--- config.mk ---
export PLATFORM = sky130hd
export DESIGN_NAME = ising_axi
export DESIGN_NICKNAME = d
export VERILOG_FILES = /design/src/logic/ising_pkg.sv /design/src/logic/ising_weight_ram.sv /design/src/logic/ising_anneal_ctrl.sv /design/src/logic/ising_spin_array.sv /design/src/logic/top_ising.sv /design/src/logic/ising_axi.sv
export VERILOG_INCLUDE_DIRS = /design/src /design/src/include
export SDC_FILE = /design/constraint.sdc
export NUM_CORES = 1
export LEC_CHECK = 0
export BUFFER_PORTS_ARGS = -buffer_cell sky130_fd_sc_hd__buf_4
export CAP_MARGIN = 40
export CORE_MARGIN = 1.5
export CORE_UTILIZATION = 45
export DETAILED_ROUTE_END_ITERATION = 16
export PLACE_DENSITY = 0.64
export SYNTH_ARGS = -nofsm -noshare
export SYNTH_HDL_FRONTEND = slang
export SYNTH_SLANG_ARGS = --single-unit
export TNS_END_PERCENT = 50
--- constraint.sdc ---
create_clock -name clk -period 8.6 [get_ports clk]
set_input_delay 0.43 -clock clk [delete_from_list [all_inputs] [get_ports clk]]
set_output_delay 0.43 -clock clk [all_outputs]
set_load 0.02 [all_outputs]
--- src/include/ising_defs.svh ---
/* spin count, weight and field widths,
   and the register address map. */

`ifndef ISING_DEFS_SVH
`define ISING_DEFS_SVH

// machine size.
`define ISING_N             8
`define ISING_IDX_W         3

// signed weight and local-field widths.
`define WEIGHT_W            4
`define FIELD_W             8

// spin i reads at base + 4*i.
`define PHASE_ADDR_BASE     32'h0000_1000

// w[i][j] sits at base + 4*(i*N + j).
`define WEIGHT_ADDR_BASE    32'h0100_0000

`define CTR_CUTOFF_ADDR     32'h0000_0010
`define CTR_MAX_ADDR        32'h0000_0014
`define START_ADDR          32'h0000_0018
`define STATUS_ADDR         32'h0000_001C

// returned for any address outside the map.
`define UNMAPPED_DATA       32'hAAAA_AAAA

`endif

--- src/logic/ising_pkg.sv ---
/* vector typedefs, anneal state enum,
   weight write and anneal config structs. */

`default_nettype none

`include "ising_defs.svh"

package ising_pkg;

    typedef logic [31:0]                    reg_word_t;
    typedef logic [`ISING_IDX_W-1:0]        spin_idx_t;
    typedef logic [`ISING_N-1:0]            spin_vec_t;
    typedef logic signed [`WEIGHT_W-1:0]    weight_t;
    typedef weight_t [`ISING_N-1:0]         weight_row_t;
    typedef logic signed [`FIELD_W-1:0]     field_t;

    typedef enum logic [1:0] {
        ST_IDLE,
        ST_HOLD,
        ST_ANNEAL,
        ST_DONE
    } anneal_state_e;

    // single weight write from the host.
    typedef struct packed {
        logic      en;
        spin_idx_t row;
        spin_idx_t col;
        weight_t   value;
    } weight_wr_t;

    typedef struct packed {
        reg_word_t cutoff;
        reg_word_t max;
    } anneal_cfg_t;

endpackage

`default_nettype wire

--- src/logic/ising_weight_ram.sv ---
/* N x N weight store in flops, with a full-row read
   for the update logic and a single-weight host read. */

`timescale 1ns/1ps
`default_nettype none

`include "ising_defs.svh"

module ising_weight_ram (
    input  wire                        clk,
    input  wire                        axi_rstn,
    input  wire ising_pkg::weight_wr_t wwr,
    input  wire ising_pkg::spin_idx_t  upd_row,
    input  wire ising_pkg::reg_word_t  rd_addr,
    output ising_pkg::weight_row_t     row,
    output ising_pkg::reg_word_t       weight_rdata
);
    import ising_pkg::*;

    weight_row_t mem [`ISING_N];

    reg_word_t   rd_off;
    spin_idx_t   rd_r;
    spin_idx_t   rd_c;
    weight_t     rd_w;

    always_ff @(posedge clk) begin
        if (!axi_rstn) begin
            for (int i = 0; i < `ISING_N; i++) begin
                mem[i] <= '0;
            end
        end else if (wwr.en) begin
            mem[wwr.row][wwr.col] <= wwr.value;
        end
    end

    // row of the spin being updated.
    assign row = mem[upd_row];

    // host read splits the word offset into row and column.
    assign rd_off = (rd_addr - `WEIGHT_ADDR_BASE) >> 2;
    assign rd_r   = spin_idx_t'(rd_off / `ISING_N);
    assign rd_c   = spin_idx_t'(rd_off % `ISING_N);
    assign rd_w   = mem[rd_r][rd_c];

    assign weight_rdata = {{(32 - `WEIGHT_W){rd_w[`WEIGHT_W-1]}}, rd_w};

endmodule

`default_nettype wire

--- src/logic/ising_anneal_ctrl.sv ---
/* anneal controller: cycle counter, phase decode
   and the update/done level outputs. */

`timescale 1ns/1ps
`default_nettype none

module ising_anneal_ctrl (
    input  wire                         clk,
    input  wire                         ising_rstn,
    input  wire ising_pkg::anneal_cfg_t cfg,
    output logic                        update_en,
    output logic                        done
);
    import ising_pkg::*;

    reg_word_t     cnt;
    anneal_state_e state;

    // phase from counter against the two bounds.
    always_comb begin
        if (!ising_rstn) begin
            state = ST_IDLE;
        end else if (cnt == cfg.max) begin
            state = ST_DONE;
        end else if (cnt >= cfg.cutoff) begin
            state = ST_ANNEAL;
        end else begin
            state = ST_HOLD;
        end
    end

    // counter saturates at max, so it never wraps.
    always_ff @(posedge clk) begin
        if (!ising_rstn) begin
            cnt <= '0;
        end else if (state != ST_DONE) begin
            cnt <= cnt + 32'd1;
        end
    end

    assign update_en = (state == ST_ANNEAL);
    assign done      = (state == ST_DONE);

    // done is sticky and blocks further updates until restart.
    a_done_sticky : assert property (@(posedge clk) disable iff (!ising_rstn)
        done |=> done && !update_en);

endmodule

`default_nettype wire

--- src/logic/ising_spin_array.sv ---
/* spin register, round-robin update index,
   local-field adder and sign update rule. */

`timescale 1ns/1ps
`default_nettype none

`include "ising_defs.svh"

module ising_spin_array (
    input  wire                         clk,
    input  wire                         ising_rstn,
    input  wire                         update_en,
    input  wire ising_pkg::weight_row_t row,
    output ising_pkg::spin_idx_t        upd_row,
    output ising_pkg::spin_vec_t        phase
);
    import ising_pkg::*;

    field_t field;

    // sum of w[i][j] * s_j with s_j = +1 or -1.
    always_comb begin : field_sum
        weight_t w;
        field = '0;
        for (int j = 0; j < `ISING_N; j++) begin
            w = row[j];
            if (phase[j]) begin
                field = field + field_t'(w);
            end else begin
                field = field - field_t'(w);
            end
        end
    end

    always_ff @(posedge clk) begin
        if (!ising_rstn) begin
            phase   <= '0;
            upd_row <= '0;
        end else if (update_en) begin
            // zero field keeps the spin.
            if (field > 0) begin
                phase[upd_row] <= 1'b1;
            end else if (field < 0) begin
                phase[upd_row] <= 1'b0;
            end
            if (upd_row == spin_idx_t'(`ISING_N - 1)) begin
                upd_row <= '0;
            end else begin
                upd_row <= upd_row + spin_idx_t'(1);
            end
        end
    end

    // spins only move on controller-enabled cycles.
    a_phase_hold : assert property (@(posedge clk) disable iff (!ising_rstn)
        !update_en |=> $stable(phase));

endmodule

`default_nettype wire

--- src/logic/top_ising.sv ---
/* Ising core: weight store, anneal controller
   and spin array. */

`timescale 1ns/1ps
`default_nettype none

module top_ising (
    input  wire                         clk,
    input  wire                         axi_rstn,
    input  wire                         ising_rstn,
    input  wire ising_pkg::anneal_cfg_t cfg,
    input  wire ising_pkg::weight_wr_t  wwr,
    input  wire ising_pkg::reg_word_t   rd_addr,
    output ising_pkg::spin_vec_t        phase,
    output logic                        done,
    output ising_pkg::reg_word_t        weight_rdata
);
    import ising_pkg::*;

    weight_row_t row;
    spin_idx_t   upd_row;
    logic        update_en;

    ising_weight_ram u_weight_ram (
        .clk          (clk),
        .axi_rstn     (axi_rstn),
        .wwr          (wwr),
        .upd_row      (upd_row),
        .rd_addr      (rd_addr),
        .row          (row),
        .weight_rdata (weight_rdata)
    );

    ising_anneal_ctrl u_anneal_ctrl (
        .clk        (clk),
        .ising_rstn (ising_rstn),
        .cfg        (cfg),
        .update_en  (update_en),
        .done       (done)
    );

    ising_spin_array u_spin_array (
        .clk        (clk),
        .ising_rstn (ising_rstn),
        .update_en  (update_en),
        .row        (row),
        .upd_row    (upd_row),
        .phase      (phase)
    );

endmodule

`default_nettype wire

--- src/logic/ising_axi.sv ---
/* register wrapper: write decode, configuration registers,
   read data path and the Ising core. */

`timescale 1ns/1ps
`default_nettype none

`include "ising_defs.svh"

module ising_axi (
    input  wire                       clk,
    input  wire                       axi_rstn,
    input  wire                       arvalid_q,
    input  wire ising_pkg::reg_word_t araddr_q,
    input  wire                       rready,
    output logic                      rvalid,
    output logic                      rresp,
    output ising_pkg::reg_word_t      rdata,
    input  wire                       wready,
    input  wire ising_pkg::reg_word_t wr_addr,
    input  wire ising_pkg::reg_word_t wdata
);
    import ising_pkg::*;

    anneal_cfg_t cfg;
    logic        ising_rstn;
    weight_wr_t  wwr;
    reg_word_t   w_off;
    spin_vec_t   phase;
    logic        done;
    reg_word_t   weight_rdata;
    spin_idx_t   phase_idx;
    logic        phase_sel;
    logic        weight_sel;
    reg_word_t   rd_mux;

    // weight writes go straight to the store.
    assign w_off     = (wr_addr - `WEIGHT_ADDR_BASE) >> 2;
    assign wwr.en    = wready && (wr_addr >= `WEIGHT_ADDR_BASE)
                     && (wr_addr < `WEIGHT_ADDR_BASE + 4 * `ISING_N * `ISING_N);
    assign wwr.row   = spin_idx_t'(w_off / `ISING_N);
    assign wwr.col   = spin_idx_t'(w_off % `ISING_N);
    assign wwr.value = wdata[`WEIGHT_W-1:0];

    always_ff @(posedge clk) begin
        if (!axi_rstn) begin
            cfg        <= '0;
            ising_rstn <= 1'b0;
        end else if (wready) begin
            if (wr_addr == `CTR_CUTOFF_ADDR) begin
                cfg.cutoff <= wdata;
            end
            if (wr_addr == `CTR_MAX_ADDR) begin
                cfg.max <= wdata;
            end
            if (wr_addr == `START_ADDR) begin
                ising_rstn <= wdata[0];
            end
        end
    end

    // read select.
    assign phase_idx  = spin_idx_t'((araddr_q - `PHASE_ADDR_BASE) >> 2);
    assign phase_sel  = (araddr_q >= `PHASE_ADDR_BASE)
                      && (araddr_q < `PHASE_ADDR_BASE + 4 * `ISING_N);
    assign weight_sel = (araddr_q >= `WEIGHT_ADDR_BASE)
                      && (araddr_q < `WEIGHT_ADDR_BASE + 4 * `ISING_N * `ISING_N);

    always_comb begin
        if (phase_sel) begin
            rd_mux = {31'b0, phase[phase_idx]};
        end else if (weight_sel) begin
            rd_mux = weight_rdata;
        end else if (araddr_q == `STATUS_ADDR) begin
            rd_mux = {31'b0, done};
        end else begin
            rd_mux = `UNMAPPED_DATA;
        end
    end

    // held rvalid is the only back-pressure.
    always_ff @(posedge clk) begin
        if (!axi_rstn) begin
            rvalid <= 1'b0;
            rdata  <= '0;
        end else if (rvalid && rready) begin
            rvalid <= 1'b0;
            rdata  <= '0;
        end else if (arvalid_q && !rvalid) begin
            rvalid <= 1'b1;
            rdata  <= rd_mux;
        end
    end

    assign rresp = 1'b0;

    top_ising u_top_ising (
        .clk          (clk),
        .axi_rstn     (axi_rstn),
        .ising_rstn   (ising_rstn),
        .cfg          (cfg),
        .wwr          (wwr),
        .rd_addr      (araddr_q),
        .phase        (phase),
        .done         (done),
        .weight_rdata (weight_rdata)
    );

    // read response held with stable data until taken.
    a_rvalid_hold : assert property (@(posedge clk) disable iff (!axi_rstn)
        rvalid && !rready |=> rvalid && $stable(rdata));

endmodule

`default_nettype wire

### Yosys cells after proc, flatten, opt, wreduce, memory -nomap -nowiden

Memory sizes are Yosys's and may differ from the RTL's. A register that Yosys moved wholly into a read port is not among the register bits.
Cells that the tools add are included.

* bitwise operators: 4
* $lt $le $gt $ge: 15
* equal/unequal tests: 9
* shift operators: 0
* muxes and demuxes: 34
* div/mod/pow operators: 0
* reductions and logical operators: 16
* add/subtract/negate cells: 20
* multiply operators: 0

Operators by type and width (count)
* 2-to-1 mux 32 bit: 6
* equality test 32 x 5 -> 1 bit, second input constant: 4
* 2-to-1 mux 8 bit: 10
* greater-or-equal comparator 32 x 25 -> 1 bit, second input constant: 2
* < comparator 32 x 25 -> 1 bit, second input constant: 2
* adder 8 x 4 -> 8 bit: 7
* subtractor 8 x 4 -> 8 bit: 7
* adder 32 x 1 -> 32 bit, second input constant: 1
* equality test 32 bit: 1
* greater-or-equal comparator 32 x 13 -> 1 bit, second input constant: 1
* greater-or-equal comparator 32 bit: 1
* < comparator 32 x 13 -> 1 bit, second input constant: 1
* OR reduction 32 bit: 1
* < comparator 3 x 4 -> 1 bit, second input constant: 4
* subtractor 8 x 1 -> 8 bit, second input constant: 2
* binary-select mux 4 bit (select 3 bit): 1
* demux 4 bit (select 3 bit): 1
* 2-to-1 mux 3 bit: 4
* bitwise AND 8 bit: 1
* > comparator 8 x 1 -> 1 bit, second input constant: 1
* logical AND 1 bit: 8
* < comparator 8 x 1 -> 1 bit, second input constant: 1
* 2-to-1 mux 4 bit: 2
* NOT 8 bit: 1
* 17 further kinds: 28

* register bits after elaboration: 141
* latch bits: 0
* input port bits: 101
* memories: 1
* logic and storage cells: 107
* ROM bits: 0
* bits in writable memories: 256

Memories
* u_top_ising.u_weight_ram.mem: depth 8, bits a word 32, read ports 2, clocked after memory_dff 1, wr ports 8, line ising_weight_ram.sv:20 `` weight_row_t mem [`ISING_N]; ``

### Longest topological paths before layout

Gate-level depths: netlist (run 1).

* word-level depth: 19
* depth in mapped cells: 37

### Hierarchy

Synthesis (run 1) repeated with hierarchy kept, for this count alone.

* cells, all modules: 2280
* area total of the unflattened synthesis: 24583.6 um2

Modules (own cells, without submodules)
* ising_weight_ram: area an instance 14453.9 um2, cells each 1064, instances 1
* ising_axi: area an instance 4160.2 um2, cells each 457, instances 1
* ising_spin_array: area an instance 3230.6 um2, cells each 421, instances 1
* ising_anneal_ctrl: area an instance 2738.9 um2, cells each 338, instances 1

### Least setup slack after synthesis (run 1)

OpenSTA, ideal clock, no wires.

* path type: register to register
* start: register (tool-made name)
* end: register (tool-made name)
* setup slack: 0.179 ns
* stages on the path, launching flop included: 32
* data arrival time: 8.280 ns
* required time: 8.458 ns
* path through: dfxtp_1 buf_6 buf_6 buf_1 buf_1 mux4_2 mux2i_1 ha_1 nor2_1 a21oi_1 fa_1 inv_1 fa_1 inv_1 fa_1 fa_1 fa_1 ha_1 a21o_1 a21oi_1 nor2b_1 o21a_1 nor2_1 xnor2_1 ha_1 o21ai_0 o21ai_0 a21oi_1 xnor3_1 xnor3_2 nor3_2 a311oi_2

==> results.tsv, run 1 <==
metric	value	unit
worst slack after detailed placement	446	ps
part of the power in the clock network	22.7	%
post-synthesis cell type count	66	
maximum clock path buffer count	3	
number of resized instances in the post-cts repair step	0	
Clk pin slew, worst setup/hold paths	60	ps
crit path launch type	flop	
last weighted congestion value of the routability-driven placer	0.910	
Crit path max-delay family	adder cells	
global-route wire length before repair	93.7	mm
total net switching power	2.70	mW
number of nets in the layout	2256	
Setup Fix Bufs, Post-CTS	0	
Max Clock Freq	0.123	GHz
antenna-violating nets left	0	
worst relative slew slack	33.0	%
slew at the pin closest to its max-slew limit	1000	ps
Port Buffer Count	133	
arrival time of data at the critical path endpoint	8560	ps
synth cell count leaders	345 x sky130_fd_sc_hd__nor2_1, 256 x sky130_fd_sc_hd__edfxtp_1, 179 x sky130_fd_sc_hd__nand2_1	
crit-path most repeated cell	sky130_fd_sc_hd__fa_1	
clock latency on the worst-skew pair	560	ps
met2 GRT Util	39.4	%
skew final	15.3	ps
number of max-cap violations	0	
fraction of met3 tracks used by global routing	3.52	%
GR met1 Demand/Resource	34.1	%
layout filler cell count	4292	
setup repair after global routing missed its margin	no	
H-Tree Level Count	2	
via-per-instance ratio	5.85	
number of CTS-inserted buffers	39	
number of top-level pins	135	
crit-path cells	mux4_2, mux2i_1, ha_1, nor2_1, a21oi_1, fa_1, inv_1, fa_1, inv_1, fa_1, fa_1, fa_1, fa_1, inv_1, fa_1, nor2b_1, o21ai_0, a21boi_0, o21ai_0, a311o_1, nor3_1, nor2_1, a31oi_1, a311oi_2	
final critical path time including I/O delays and setup	8140	ps
vertical die dimension	225	µm
type of destination of the critical path	flop	
instance count of the mapped netlist	2002	
Syn Area/Cell	11.1	µm²
Final Slew Violations	0	
highest net fanout along the worst path	15	
remaining routing DRC violations	0	
number of core rows	81	
maximum number of pins on one net before global-route repair	82	
critical path's largest stage delay	590	ps
router iterations before antenna repair	5	
FFs w/ async S/R, synth	0	%
critical path buffer and inverter count	3	
hold buffer count at CTS	0	
number of flip-flops and latches in the synthesized netlist	373	
relative contribution of sequential cells to total power	26.9	%
combinational cell fraction of total power	50.4	%
cell total after placement	2673	
Die Width	225	µm
Clock Sink Count	373	
Die Footprint	50600	µm²
Min Hold Slack	110	ps
cell accounting for the most synthesized area	sky130_fd_sc_hd__edfxtp_1	
count of flip-flops with a built-in enable after synthesis	256	
post-DR wirelength/cell	22.5	µm
Worst Hold Class	in -> reg	
Peak supply drop	0.863	mV
Starting Density	45.5	%
routed wire length	61.7	mm
Total Neg Setup Slack	0	ps
detailed-placement wirelength estimate	44.9	mm
fraction of power spent switching nets	36.0	%
cells taking the most area after synthesis	sky130_fd_sc_hd__edfxtp_1 35%, sky130_fd_sc_hd__mux4_2 14%, sky130_fd_sc_hd__dfxtp_1 11%, sky130_fd_sc_hd__nor2_1 5.8%, sky130_fd_sc_hd__ha_1 5.5%	
number of endpoints failing setup at the final stage	0	
cell with the most instances after synthesis	sky130_fd_sc_hd__nor2_1	
via count	16100	
Setup Crit Path Kind	reg -> reg	
top_reg_cell synth	sky130_fd_sc_hd__edfxtp_1	
area grow syn2layout	11.7	%
leakage	8.34	nW
final worst-path setup slack	458	ps
power density cells	303	nW/µm²
run status	finished, final reports clean	
critical-path cell with the highest stage delay	sky130_fd_sc_hd__fa_1	
cell at the root of the clock tree	sky130_fd_sc_hd__clkbuf_16	
number of warnings printed during yosys synthesis	0	
vias in the first global route	15700	
GRT busiest layer	met2	
number of DRC markers after the initial detailed-route iteration	1608	
Yosys top cell area share	34.7	%
standard cell core area	48700	µm²
FF+latch area	10000	µm²
clock tree from TritonCTS	done	
total count of hold-check failures in the final report	0	
sequential cell area fraction in the yosys report	45.3	%
total area of multi-input combinational cells	11200	µm²
data required time at the worst endpoint	9020	ps
non-filler instance count after layout	2744	
post-synthesis net count	2208	
portion of the clock cycle consumed by the worst path in the final layout	94.7	%
layout cells sized above 1	18.0	%
total global-route track usage	24.6	%
antenna diode count	0	
number of antenna violations at the first check in global routing	0	
total congestion overflow	0	
cell internal pwr	4.81	mW
mapped cell area	22200	µm²
## through the flow
step | utilization (%) | power, mW | cell area, µm²
floorplan | - | 5.18 | 22200
global placement | 48.1 | 5.74 | 23500
detailed placement | 48.2 | 5.83 | 23500
CTS | 50.8 | 7.53 | 24800
global route | 50.8 | 7.98 | 24800
finish | 50.8 | 7.51 | 24800
## layout by cell type (no fill, tap or decap), types with 7 or more instances in the layout
| cell type | n |
|---|---|
| sky130_fd_sc_hd__a211oi_1 | 9 |
| sky130_fd_sc_hd__a21boi_0 | 33 |
| sky130_fd_sc_hd__a21o_1 | 20 |
| sky130_fd_sc_hd__a21oi_1 | 53 |
| sky130_fd_sc_hd__a22oi_1 | 8 |
| sky130_fd_sc_hd__a31oi_1 | 10 |
| sky130_fd_sc_hd__and2_1 | 15 |
| sky130_fd_sc_hd__and3_1 | 7 |
| sky130_fd_sc_hd__buf_4 | 155 |
| sky130_fd_sc_hd__clkbuf_1 | 7 |
| sky130_fd_sc_hd__clkbuf_16 | 40 |
| sky130_fd_sc_hd__clkinv_1 | 8 |
| sky130_fd_sc_hd__dfxtp_1 | 114 |
| sky130_fd_sc_hd__edfxtp_1 | 256 |
| sky130_fd_sc_hd__fa_1 | 7 |
| sky130_fd_sc_hd__ha_1 | 98 |
| sky130_fd_sc_hd__inv_1 | 71 |
| sky130_fd_sc_hd__mux2i_1 | 80 |
| sky130_fd_sc_hd__mux4_2 | 141 |
| sky130_fd_sc_hd__nand2_1 | 179 |
| sky130_fd_sc_hd__nand3_1 | 27 |
| sky130_fd_sc_hd__nand4_1 | 17 |
| sky130_fd_sc_hd__nor2_1 | 345 |
| sky130_fd_sc_hd__nor2b_1 | 52 |
| sky130_fd_sc_hd__nor3_1 | 12 |
| sky130_fd_sc_hd__nor4_1 | 15 |
| sky130_fd_sc_hd__o21ai_0 | 95 |
| sky130_fd_sc_hd__o21bai_1 | 7 |
| sky130_fd_sc_hd__or3_1 | 12 |
| sky130_fd_sc_hd__xnor2_1 | 79 |
| sky130_fd_sc_hd__xor2_1 | 19 |
## cell families after synthesis
logic type      Yosys count  share of synthesized area, %
compound gates          262                          7.24
xor+xnor                104                          4.49
fa+ha+maj               105                          6.17
buf+inv                 222                          4.35
flops                   373                          45.3
mux                     228                          18.4
other cells               1                        0.0169
simple gates            707                          14.0
## sequential cells by signal (all words and copies together), names as in the netlist, named ones only
name,count
cfg,64
ising_rstn,1
rdata,5
rvalid,1
u_top_ising.u_anneal_ctrl.cnt,32
u_top_ising.u_spin_array.upd_row,3
u_top_ising.u_weight_ram.mem,256
## worst register-to-register path, cell delays in order (launching register included)
cell and delay [ps]:
sky130_fd_sc_hd__dfxtp_4 520, sky130_fd_sc_hd__mux4_2 560, sky130_fd_sc_hd__mux2i_1 360, sky130_fd_sc_hd__ha_1 310, sky130_fd_sc_hd__nor2_1 100, sky130_fd_sc_hd__a21oi_1 90
sky130_fd_sc_hd__fa_1 590, sky130_fd_sc_hd__inv_1 60, sky130_fd_sc_hd__fa_1 500, sky130_fd_sc_hd__inv_1 70, sky130_fd_sc_hd__fa_1 570, sky130_fd_sc_hd__fa_1 480
sky130_fd_sc_hd__fa_1 530, sky130_fd_sc_hd__fa_1 570, sky130_fd_sc_hd__inv_1 70, sky130_fd_sc_hd__fa_1 420, sky130_fd_sc_hd__nor2b_1 110, sky130_fd_sc_hd__o21ai_0 110
sky130_fd_sc_hd__a21boi_0 280, sky130_fd_sc_hd__o21ai_0 160, sky130_fd_sc_hd__a311o_1 370, sky130_fd_sc_hd__nor3_1 550, sky130_fd_sc_hd__nor2_1 270, sky130_fd_sc_hd__a31oi_1 270
sky130_fd_sc_hd__a311oi_2 70
## path summary, 6_finish.rpt
| check | from | to | slack [ps] | cells past startpoint |
|---|---|---|---|---|
| setup / recovery | flop | flop | 460 | 24 |
| hold / removal | arvalid_q | rvalid | 110 | 3 |
| hold reg to reg | cfg[45] | cfg[45] | 460 | 2 |
| setup reg to reg | flop | flop | 460 | 24 |
## power by group through the flow
| stage | Clock, mW | Sequential [mW] | Combinational [mW] |
|---|---|---|---|
| final | 1.71 | 2.02 | 3.79 |
| after global routing | 1.78 | 2.02 | 4.18 |
| after CTS | 1.72 | 2.01 | 3.80 |
| after detailed placement | 0 | 2.05 | 3.77 |
| after floorplan | 0 | 2.03 | 3.15 |
| after global placement | 0 | 2.05 | 3.69 |
## cell type report
| class | instances | share of cell area [%] |
|---|---|---|
| clock buffer | 52 | 4.36 |
| clock inverter | 19 | 0.748 |
| inverter | 72 | 1.09 |
| multi-input combinational | 1407 | 45.1 |
| sequential | 373 | 40.5 |
| tap | 664 | 3.36 |
| timing repair buffer | 157 | 4.80 |
## metal layers
layer	part of all wire (%)	wire length, µm	up-vias
met2	46	28500	760
met4	3.5	2150	0
li1	-	-	7303
met5	0	0	-
met3	8.4	5190	122
met1	42	25900	7868
No activity file was read; power rests on OpenSTA's default activity.
==> inputs of run 2 (changes only) <==
--- a/config.mk
+++ b/config.mk
@@ -11,7 +11,7 @@
 export CORE_MARGIN = 1.5
 export CORE_UTILIZATION = 45
 export DETAILED_ROUTE_END_ITERATION = 16
-export PLACE_DENSITY = 0.64
+export PLACE_DENSITY = 0.76
 export SYNTH_ARGS = -nofsm -noshare
 export SYNTH_HDL_FRONTEND = slang
 export SYNTH_SLANG_ARGS = --single-unit
==> run 2 against run 1 <==
  * Design area decreased by 0.17%
  * Clock skew increased by 15 ps
  * Sequential power about the same
  * First-iteration DRC count increased by 25%
  * Final cell count decreased by 0.11%
==> results.tsv, run 2 (synthesis results as in run 1) <==
metric	value	unit	change
arrival time of data at the critical path endpoint	8620	ps	+60 ps
Clk pin slew, worst setup/hold paths	60	ps	about the same
area grow syn2layout	11.5	%	
highest net fanout along the worst path	16		+1
maximum number of pins on one net before global-route repair	68		-17%
Max Clock Freq	0.122	GHz	-0.39%
hold buffer count at CTS	0		unchanged
leading registers by flop count	u_top_ising.u_weight_ram.mem: 256 flops, cfg: 64 flops, u_top_ising.u_anneal_ctrl.cnt: 32 flops		
critical path's largest stage delay	600	ps	about the same
Starting Density	45.5	%	unchanged
layout cells sized above 1	17.9	%	-0.070 points
routed wire length	60.4	mm	-2.1%
worst relative slew slack	37.6	%	+4.6 points
type of destination of the critical path	flop		
most common cell after layout, fill and taps aside	sky130_fd_sc_hd__nor2_1		
power density cells	304	nW/µm²	+0.22%
Port Buffer Count	133		unchanged
portion of the clock cycle consumed by the worst path in the final layout	95.0	%	+0.37 points
Total Neg Setup Slack	0	ps	unchanged
slew at the pin closest to its max-slew limit	934	ps	-70.4 ps
fraction of met3 tracks used by global routing	5.83	%	+2.3 points
cell at the root of the clock tree	sky130_fd_sc_hd__clkbuf_16		
largest register by flop count	u_top_ising.u_weight_ram.mem		
Worst Hold Class	in -> reg		
crit-path most repeated cell	sky130_fd_sc_hd__fa_1		
final critical path time including I/O delays and setup	8170	ps	+31.6 ps
number of nets in the layout	2254		-0.089%
last weighted congestion value of the routability-driven placer	0.903		-0.74%
number of DRC markers after the initial detailed-route iteration	2002		+25%
skew final	30.8	ps	+15.5 ps
Peak supply drop	0.889	mV	+3.0%
antenna-violating nets left	0		unchanged
global-route wire length before repair	90.9	mm	-3.0%
number of core rows	81		unchanged
number of antenna violations at the first check in global routing	0		unchanged
run status	finished, final reports clean		
detailed-placement wirelength estimate	44.5	mm	-0.85%
remaining routing DRC violations	0		unchanged
antenna diode count	0		unchanged
GRT busiest layer	met2		
vertical die dimension	225	µm	unchanged
Final Slew Violations	0		unchanged
via-per-instance ratio	5.99		+2.4%
router iterations before antenna repair	6		+1
depth of the worst register-to-register path	27		+13%
maximum clock path buffer count	3		unchanged
standard cell core area	48700	µm²	unchanged
layout filler cell count	4121		-4.0%
setup repair after global routing missed its margin	no		
number of CTS-inserted buffers	40		+2.6%
total global-route track usage	23.8	%	-0.78 points
total congestion overflow	0		unchanged
clock tree from TritonCTS	done		
hold path startpoint	arvalid_q		
Setup Fix Bufs, Post-CTS	0		unchanged
post-DR wirelength/cell	22.0	µm	-1.9%
Min Hold Slack	89.0	ps	-21.4 ps
crit path launch type	flop		
Setup Crit Path Kind	reg -> reg		
number of max-cap violations	0		unchanged
internal reg-to-reg setup slack	430	ps	-30 ps
via count	16400		+2.3%
Die Footprint	50600	µm²	unchanged
vias in the first global route	15800		+0.70%
GR met1 Demand/Resource	30.4	%	-3.6 points
data required time at the worst endpoint	9050	ps	+30 ps
critical-path cell with the highest stage delay	sky130_fd_sc_hd__fa_1		
clock latency on the worst-skew pair	600	ps	+40 ps
Die Width	225	µm	unchanged
number of flip-flops under the largest register name	256		unchanged
worst hold path cell count	3		unchanged
total count of hold-check failures in the final report	0		unchanged
number of endpoints failing setup at the final stage	0		unchanged
Clock Sink Count	373		unchanged
number of resized instances in the post-cts repair step	0		unchanged
number of top-level pins	135		unchanged
leakage	8.32	nW	-0.29%
met2 GRT Util	38.4	%	-1.1 points
H-Tree Level Count	2		unchanged
hold-critical path endpoint	rvalid		
commonest non-fill, non-tap cells in the layout	345 x sky130_fd_sc_hd__nor2_1, 256 x sky130_fd_sc_hd__edfxtp_1, 179 x sky130_fd_sc_hd__nand2_1		
==> run 2: cell count changes in the layout (fill, tap and decap cells not counted), sizes merged <==
cell	delta
bufinv	-2
clkbuf	-3
buf	-3
clkinv	+4
inv	+1
==> run 2: worst max-delay path: cells and delay by family (launching register included) <==
| family | cells | cell delay [ps] |
|---|---|---|
| AOI/OAI and AO/OA | 9 | 1460 |
| xor gates and xnor gates | 3 | 1010 |
| adders and majority gates | 8 | 3580 |
| buffers and inverters | 2 | 120 |
| DFF | 1 | 550 |
| muxes | 2 | 1020 |
| and+or+nand+nor | 3 | 290 |
==> run 2: final cells by class <==
class	instances	area, µm²	share of cell area (%)
Clock buffer	49	1040	4.23
Clock inverter	22	193	0.780
Inverter	72	270	1.09
Multi-Input combinational cell	1407	11200	45.2
Sequential cell	373	10000	40.6
Tap cell	664	831	3.36
Timing Repair Buffer	154	1170	4.72
==> run 2: worst max-delay path by stage <==
stage	end
floorplan	flop
global placement	flop
detailed placement	flop
CTS	flop
global route	flop
finish	flop
==> run 2: where the power goes <==
part / internal, mW / total, mW / switching (mW)
clock network: 0.909 / 1.66 / 0.751
logic: 1.87 / 3.83 / 1.96
registers: 1.98 / 2.02 / 0.0434
total: 4.76 / 7.51 / 2.75
==> run 2: layer usage <==
| layer | wire (µm) | part of all wire (%) |
|---|---|---|
| met5 | 0 | 0 |
| met1 | 22800 | 38 |
| met4 | 2950 | 4.9 |
| met3 | 6740 | 11 |
| met2 | 27900 | 46 |
==> run 2: stage by stage <==
step | utilization, % | cells | power [mW] | area, µm² | setup WS (ps)
3_3_place_gp | 48.1 | 2667 | 5.76 | 23400 | 712
5_1_grt | 50.7 | 2741 | 7.93 | 24700 | 14.2
2_1_floorplan | - | 2002 | 5.18 | 22200 | 179
3_5_place_dp | 48.1 | 2669 | 5.84 | 23500 | 549
4_1_cts | 50.7 | 2740 | 7.50 | 24700 | 431
6_report | 50.7 | 2741 | 7.51 | 24700 | 426
